## src/cpu_pkg.sv

```systemverilog
package cpu_pkg;

	//////////////////////////////////////////////////////////////////////
	// Widths
	//////////////////////////////////////////////////////////////////////

	localparam int ADDR_WIDTH  = 4;
	localparam int VALUE_WIDTH = 16;
	localparam int IMM_WIDTH   = 8;

	typedef logic [ADDR_WIDTH-1:0]  reg_addr_t;
	typedef logic [VALUE_WIDTH-1:0] reg_value_t;

	//////////////////////////////////////////////////////////////////////
	// Instruction format
	//////////////////////////////////////////////////////////////////////

	// ALU operations, plus load-immediate
	typedef enum logic [2:0] {
		OP_ADD,
		OP_SUB,
		OP_AND,
		OP_OR,
		OP_XOR,
		OP_LI
	} opcode_t;

	// 23 bits, op in the top bits
	typedef struct packed {
		opcode_t               op;
		reg_addr_t             rd;
		reg_addr_t             rs1;
		reg_addr_t             rs2;
		logic [IMM_WIDTH-1:0]  imm;
	} instr_t;

	// Hard-wired zero register
	localparam reg_addr_t ZERO_REG  = reg_addr_t'(0);
	// Register shown on the debug output
	localparam reg_addr_t DEBUG_REG = reg_addr_t'(1);

endpackage
```

## src/exec_if.sv

```systemverilog
interface exec_if;
	import cpu_pkg::*;

	// One-cycle issue pulse, no back-pressure
	logic       valid;
	opcode_t    op;
	reg_value_t a;
	reg_value_t b;
	reg_addr_t  rd;

	// Decoder side
	modport issue (
		output valid,
		output op,
		output a,
		output b,
		output rd
	);

	// ALU stage side
	modport execute (
		input valid,
		input op,
		input a,
		input b,
		input rd
	);

endinterface

```

## src/cpu_core.sv

```systemverilog
module cpu_core (
	input  logic                clk,
	input  logic                rst,

	input  logic                req,
	input  cpu_pkg::instr_t     instr,
	output logic                ack,

	output logic                result_valid,
	output cpu_pkg::reg_addr_t  result_addr,
	output cpu_pkg::reg_value_t result_value,

	output cpu_pkg::reg_value_t debug_out
);
	import cpu_pkg::*;

	localparam int NUM_REGS = 16;

	reg_addr_t  read_addr1;
	reg_addr_t  read_addr2;
	reg_value_t read_value1;
	reg_value_t read_value2;

	// Result being computed this cycle
	logic       alu_write;
	reg_addr_t  alu_addr;
	reg_value_t alu_value;

	exec_if exec_bus ();

	instr_decoder #(
		.NUM_REGS (NUM_REGS)
	) instr_decoder_i (
		.clk         (clk),
		.rst         (rst),
		.req         (req),
		.instr       (instr),
		.ack         (ack),
		.read_addr1  (read_addr1),
		.read_addr2  (read_addr2),
		.read_value1 (read_value1),
		.read_value2 (read_value2),
		.issue       (exec_bus.issue)
	);

	reg_file #(
		.NUM_REGS (NUM_REGS)
	) reg_file_i (
		.clk         (clk),
		.rst         (rst),
		.wb_write    (result_valid),
		.wb_addr     (result_addr),
		.wb_value    (result_value),
		.alu_write   (alu_write),
		.alu_addr    (alu_addr),
		.alu_value   (alu_value),
		.read_addr1  (read_addr1),
		.read_addr2  (read_addr2),
		.read_value1 (read_value1),
		.read_value2 (read_value2),
		.debug_out   (debug_out)
	);

	// Writeback group doubles as the result outputs
	alu_stage alu_stage_i (
		.clk       (clk),
		.rst       (rst),
		.execute   (exec_bus.execute),
		.alu_write (alu_write),
		.alu_addr  (alu_addr),
		.alu_value (alu_value),
		.wb_write  (result_valid),
		.wb_addr   (result_addr),
		.wb_value  (result_value)
	);

endmodule

```

## src/alu_stage.sv

```systemverilog
module alu_stage (
	input  logic                clk,
	input  logic                rst,

	exec_if.execute             execute,

	output logic                alu_write,
	output cpu_pkg::reg_addr_t  alu_addr,
	output cpu_pkg::reg_value_t alu_value,

	output logic                wb_write,
	output cpu_pkg::reg_addr_t  wb_addr,
	output cpu_pkg::reg_value_t wb_value
);
	import cpu_pkg::*;

	reg_value_t result;

	//////////////////////////////////////////////////////////////////////
	// Arithmetic
	//////////////////////////////////////////////////////////////////////

	always_comb begin
		case (execute.op)
			OP_ADD:  result = execute.a + execute.b;
			OP_SUB:  result = execute.a - execute.b;
			OP_AND:  result = execute.a & execute.b;
			OP_OR:   result = execute.a | execute.b;
			OP_XOR:  result = execute.a ^ execute.b;
			// Immediate already placed in operand a
			OP_LI:   result = execute.a;
			default: result = '0;
		endcase
	end

	//////////////////////////////////////////////////////////////////////
	// Execute and writeback registers
	//////////////////////////////////////////////////////////////////////

	always_ff @(posedge clk) begin
		if (rst) begin
			alu_write <= 1'b0;
			wb_write  <= 1'b0;
		end else begin
			alu_write <= execute.valid;
			wb_write  <= alu_write;
		end
	end

	// Payload follows the valid bits; r0 writes are dropped in the register file
	always_ff @(posedge clk) begin
		alu_addr  <= execute.rd;
		alu_value <= result;
		wb_addr   <= alu_addr;
		wb_value  <= alu_value;
	end

endmodule

```

## src/instr_decoder.sv

```systemverilog
module instr_decoder #(
	parameter int NUM_REGS = 16
) (
	input  logic                clk,
	input  logic                rst,

	input  logic                req,
	input  cpu_pkg::instr_t     instr,
	output logic                ack,

	output cpu_pkg::reg_addr_t  read_addr1,
	output cpu_pkg::reg_addr_t  read_addr2,
	input  cpu_pkg::reg_value_t read_value1,
	input  cpu_pkg::reg_value_t read_value2,

	exec_if.issue               issue
);
	import cpu_pkg::*;

	typedef enum logic {
		IDLE,
		WAIT_RELEASE
	} state_t;

	state_t state;
	state_t state_next;

	logic accept;
	logic is_li;
	logic rd_ok;
	logic rs_ok;

	//////////////////////////////////////////////////////////////////////
	// Four-phase handshake
	//////////////////////////////////////////////////////////////////////

	always_comb begin
		state_next = state;
		case (state)
			IDLE: begin
				if (req) begin
					state_next = WAIT_RELEASE;
				end
			end
			WAIT_RELEASE: begin
				// Hold ack until the source drops req
				if (!req) begin
					state_next = IDLE;
				end
			end
			default: state_next = IDLE;
		endcase
	end

	always_ff @(posedge clk) begin
		if (rst) begin
			state <= IDLE;
		end else begin
			state <= state_next;
		end
	end

	assign ack    = (state == WAIT_RELEASE);
	assign accept = (state == IDLE) && req;

	//////////////////////////////////////////////////////////////////////
	// Operand read and issue
	//////////////////////////////////////////////////////////////////////

	assign is_li = (instr.op == OP_LI);

	// Sources only matter when they are actually read
	assign rd_ok = int'(instr.rd) < NUM_REGS;
	assign rs_ok = is_li || ((int'(instr.rs1) < NUM_REGS) && (int'(instr.rs2) < NUM_REGS));

	assign read_addr1 = instr.rs1;
	assign read_addr2 = instr.rs2;

	// Out-of-range instructions still get acked, just never issued
	assign issue.valid = accept && rd_ok && rs_ok;
	assign issue.op    = instr.op;
	assign issue.rd    = instr.rd;
	assign issue.a     = is_li ? reg_value_t'(instr.imm) : read_value1;
	assign issue.b     = read_value2;

endmodule

```

## src/reg_file.sv

```systemverilog
module reg_file #(
	parameter int NUM_REGS = 16
) (
	input  logic                clk,
	input  logic                rst,

	input  logic                wb_write,
	input  cpu_pkg::reg_addr_t  wb_addr,
	input  cpu_pkg::reg_value_t wb_value,

	input  logic                alu_write,
	input  cpu_pkg::reg_addr_t  alu_addr,
	input  cpu_pkg::reg_value_t alu_value,

	input  cpu_pkg::reg_addr_t  read_addr1,
	input  cpu_pkg::reg_addr_t  read_addr2,
	output cpu_pkg::reg_value_t read_value1,
	output cpu_pkg::reg_value_t read_value2,

	output cpu_pkg::reg_value_t debug_out
);
	import cpu_pkg::*;

	reg_value_t regs [NUM_REGS];

	// Both read ports handled by one loop
	reg_addr_t  port_addr  [2];
	reg_value_t port_value [2];

	//////////////////////////////////////////////////////////////////////
	// Storage
	//////////////////////////////////////////////////////////////////////

	// Writeback lands on the rising edge; r0 is never written
	always_ff @(posedge clk) begin
		if (rst) begin
			for (int i = 0; i < NUM_REGS; i++) begin
				regs[i] <= '0;
			end
		end else if (wb_write && (wb_addr != ZERO_REG) && (int'(wb_addr) < NUM_REGS)) begin
			regs[wb_addr] <= wb_value;
		end
	end

	assign debug_out = regs[DEBUG_REG];

	//////////////////////////////////////////////////////////////////////
	// Read ports
	//////////////////////////////////////////////////////////////////////

	assign port_addr[0] = read_addr1;
	assign port_addr[1] = read_addr2;

	// Priority: ALU result, then writeback, then stored value
	for (genvar p = 0; p < 2; p++) begin : g_read
		always_comb begin
			if (port_addr[p] == ZERO_REG) begin
				port_value[p] = '0;
			end else if (alu_write && (alu_addr == port_addr[p])) begin
				port_value[p] = alu_value;
			end else if (wb_write && (wb_addr == port_addr[p])) begin
				port_value[p] = wb_value;
			end else if (int'(port_addr[p]) < NUM_REGS) begin
				port_value[p] = regs[port_addr[p]];
			end else begin
				// Beyond the file in a reduced configuration
				port_value[p] = '0;
			end
		end
	end

	assign read_value1 = port_value[0];
	assign read_value2 = port_value[1];

endmodule

```

## config.mk

```make
export PLATFORM = sky130hd
export DESIGN_NAME = cpu_core
export DESIGN_NICKNAME = d
export VERILOG_FILES = /design/src/cpu_pkg.sv /design/src/exec_if.sv /design/src/cpu_core.sv /design/src/alu_stage.sv /design/src/instr_decoder.sv /design/src/reg_file.sv
export SDC_FILE = /design/constraint.sdc
export NUM_CORES = 1
export LEC_CHECK = 0
export ABC_AREA = 0
export BUFFER_PORTS_ARGS = -buffer_cell sky130_fd_sc_hd__buf_2
export CORE_AREA = 5 5 180 182
export CTS_CLUSTER_SIZE = 14
export DETAILED_ROUTE_END_ITERATION = 16
export DIE_AREA = 0 0 185 187
export GPL_ROUTABILITY_DRIVEN = 0
export PLACE_DENSITY = 0.78
export RECOVER_POWER = 25
export SLEW_MARGIN = 0
export SYNTH_ARGS = -nofsm -noshare
export SYNTH_HDL_FRONTEND = slang
export SYNTH_HIERARCHICAL = 1
export SYNTH_SLANG_ARGS = --single-unit
```

## constraint.sdc

```tcl
create_clock -name clk -period 8.1 [get_ports clk]
set_clock_uncertainty 0.15 [all_clocks]
set_input_delay 1.215 -clock clk [delete_from_list [all_inputs] [get_ports clk]]
set_output_delay 1.215 -clock clk [all_outputs]
set_load 0.05 [all_outputs]
```

==> flow_metrics.env <==
export IMPL_ys_warn_count=6
export IMPL_timing_setup_tns_ns=0
export IMPL_synth_area_per_cell_um2=12.0
export IMPL_layout_min_cycle_time_ns=6.13
export IMPL_worst_setup_path_start_kind="primary input"
export IMPL_grt_total_usage_pct=28.8
export IMPL_cts_setup_buffers=0
export IMPL_cp_slowest_stage_delay_ns=0.82
export IMPL_antenna_found_initial=1
export IMPL_slew_headroom_pct=-35.2
export IMPL_dieWidth_um=185
export IMPL_io_buffers=63
export IMPL_synth_cell_types=69
export IMPL_fill_cells=2328
export IMPL_synthMuxAreaShare_pct=19.0
export IMPL_grt_max_degree=53
export IMPL_synthXorXnorAreaFrac_pct=1.87
export IMPL_fp_row_count=64
export IMPL_rsz0062_at_grt="false"
export IMPL_worstSetupPathType="in2reg"
export IMPL_synth_fa_ha_area_share_pct=3.39
export IMPL_drt_pass1_iter_count=7
export IMPL_wl_met1_mm=19.3
export IMPL_ant_nets=0
export IMPL_setup_viol=0
export IMPL_synth_common_cells="256 x edfxtp_1, 241 x and2_1, 101 x nor2_1"
export IMPL_violations="max-capacitance violations, max-slew violations"
export IMPL_viasPerCell=6.61
export IMPL_worst_path_max_delay_cell="and3_1"
export IMPL_grt_pass1_wl_mm=76.9
export IMPL_htree_levels=2
export IMPL_post_route_cells_drive_above_1_share_pct=21.7
export IMPL_required_ns=8.33
export IMPL_syn_cell_area_um2=18300
export IMPL_comb_power_share_pct=19.6
export IMPL_synth_flop_cell="edfxtp_1"
export IMPL_wl_met3_mm=5.49
export IMPL_arrival_ns=6.37
export IMPL_internal_power_uw=2900
export IMPL_p_switching_uw=1300
export IMPL_wl_met2_mm=23.4
export IMPL_synth_compound_area_share_pct=6.08
export IMPL_area_delta_synth_final_pct=6.59
export IMPL_outcome="finished, violations left"
export IMPL_crit_chain="buf_4 > xor2_1 > nor3_1 > and3_1 > buf_4 > nor4_2 > nor3_1 > nor4_1 > and3_2 > nor2_1 > xnor2_1 > ha_1 > a21oi_1 > nor3_1 > a21oi_1 > o22ai_1 > or3b_1"
export IMPL_io_pins=64
export IMPL_drt_initial_drc_count=1714
export IMPL_synth_edf_count=256
export IMPL_wire_per_inst_um=26.2
export IMPL_start_util_pct=60.2
export IMPL_synthMostInstantiatedCell="edfxtp_1"
export IMPL_overflow=0
export IMPL_die_h_um=187
export IMPL_synth_seq_area_share_pct=46.7
export IMPL_p_leak_uw=0.00744
export IMPL_syn_inst=1531
export IMPL_numCtsBuffers=34
export IMPL_cts_sinks=299
export IMPL_hpwl_mm=33.5
export IMPL_max_freq_ghz=0.163
export IMPL_clkPwrFrac_pct=34.1
export IMPL_power_total_uw=4200
export IMPL_cpMostUsedCell="nor3_1"
export IMPL_hold_path_class="reg2reg"
export IMPL_hold_viol_final=0
export IMPL_synth_area_leader_cell="edfxtp_1"
export IMPL_clock_latency_ns=0.51
export IMPL_worst_slew_pin_slew_ns=2.03
export IMPL_cts_hold_buffers=0
export IMPL_die_area_um2=34600
export IMPL_yosys_area_share_simple_pct=17.6
export IMPL_critPathMaxFanout=52
export IMPL_cts_tree="yes"
export IMPL_swShare_pct=31.0
export IMPL_max_cap_viol_count=1
export IMPL_p_per_area_nw_per_um2=215
export IMPL_clockBufferDepth=3
export IMPL_fin_nets=1593
export IMPL_peakVddDrop_mv=0.212
export IMPL_wirelength_mm=50.7
export IMPL_post_cts_resized=0
export IMPL_path_clk_slew_ns=0.06
export IMPL_vias=12800
export IMPL_drc=0
export IMPL_endpoint_kind="register"
export IMPL_power_frac_seq_pct=46.3
export IMPL_top_layer_used="met4"
export IMPL_drv_slew=37
export IMPL_ys_ff_latch=299
export IMPL_synthTopCellsByArea="edfxtp_1 42%, mux4_2 12%, and2_1 8.2%, dfxtp_1 4.7%, mux2_2 4.4%"
export IMPL_synth_top_area_share_pct=42.0
export IMPL_grt_pass1_vias=12800
export IMPL_finalCritPeriodShare_pct=75.7
export IMPL_async_flop_share_pct=0
export IMPL_core_area_um2=30400
export IMPL_synth_top_family_by_area="multiplexers"
export IMPL_root_buffer="clkbuf_16"
[worst max-delay path: cells and delay by family]
family / cells / cell delay [ns]
xor gates and xnor gates: 2 / 0.24
adders and majority gates: 1 / 0.40
AOI/OAI and AO/OA: 3 / 0.47
buffers and inverters: 2 / 0.95
and+or+nand+nor: 9 / 3.03
[cell families after synthesis]
logic type,Yosys count
AO/OA/AOI/OAI,184
XOR/XNOR,39
adder cells (fa/ha/maj),49
buffers and inverters,190
flip-flops,299
multiplexers,218
other,1
AND/OR/NAND/NOR,551
[final timing paths]
path | from | slack [ns] | to | cells after the start
worst max-delay path | instr[10] | 1.97 | alu_stage_i/alu_value[12]$_DFF_P_ | 17
worst min-delay path | alu_stage_i/alu_value[5]$_DFF_P_ | 0.22 | alu_stage_i/wb_value[5]$_DFF_P_ | 0
worst max register to register | alu_stage_i/wb_addr[2]$_DFF_P_ | 2.85 | alu_stage_i/alu_value[15]$_DFF_P_ | 19
worst min register to register | alu_stage_i/alu_value[5]$_DFF_P_ | 0.22 | alu_stage_i/wb_value[5]$_DFF_P_ | 0
[per-layer routing]
| layer | vias up | track usage (%) |
|---|---|---|
| li1 | 5566 | - |
| met1 | 6296 | 39.8 |
| met2 | 805 | 44.7 |
| met3 | 159 | 6.05 |
| met4 | 0 | 12.2 |
| met5 | - | 0 |
[layout make-up]
type                            instances  area [um^2]  share of cell area [%]
Inverter                               40          150                   0.769
Clock buffer                           45          953                    4.89
Clock inverter                         15         72.6                   0.372
Sequential cell                       299         8550                    43.8
Antenna cell                            1         2.50                  0.0128
Timing Repair Buffer                   86          444                    2.28
Multi-Input combinational cell       1057         8850                    45.3
Tap cell                              396          495                    2.54
[metrics by stage]
stage | utilization [%] | area [um^2] | instances | worst slack [ns] | hold slack [ns]
after floorplan | - | 18400 | 1546 | 2.60 | 0.191
after global placement | 60.9 | 18500 | 1878 | 1.76 | 0.197
after detailed placement | 60.9 | 18500 | 1878 | 1.60 | 0.208
after CTS | 64.3 | 19600 | 1938 | 2.11 | 0.218
after global routing | 64.1 | 19500 | 1938 | 1.42 | 0.231
final | 64.1 | 19500 | 1939 | 1.97 | 0.219
[layout by cell type, fill, tap and decap left out, types with 40 or more instances in the layout]
cell / n
edfxtp_1: 256
and2_1: 209
nor2_1: 101
mux4_2: 96
o21ai_0: 82
nor3_1: 71
mux2_2: 71
mux2i_1: 49
ha_1: 48
dfxtp_1: 43
buf_2: 43
inv_1: 40
o22ai_1: 40
[power groups by stage]
stage	Sequential [uW]	Clock (uW)	Combinational (uW)
finish	1950	1430	825
global route	1960	1510	881
CTS	1940	1440	812
detailed placement	1970	0	807
global placement	1960	0	790
floorplan	1940	0	582
[state kept, by name (all words and copies together) (netlist names)]
name and cells:
alu_stage_i/alu_value 16, alu_stage_i/wb_addr 4, alu_stage_i/alu_write 1, alu_stage_i/wb_value 16
alu_stage_i/wb_write 1, alu_stage_i/alu_addr 4, instr_decoder_i/ack 1, reg_file_i/regs 256
Power figures use the tool's default switching activity.
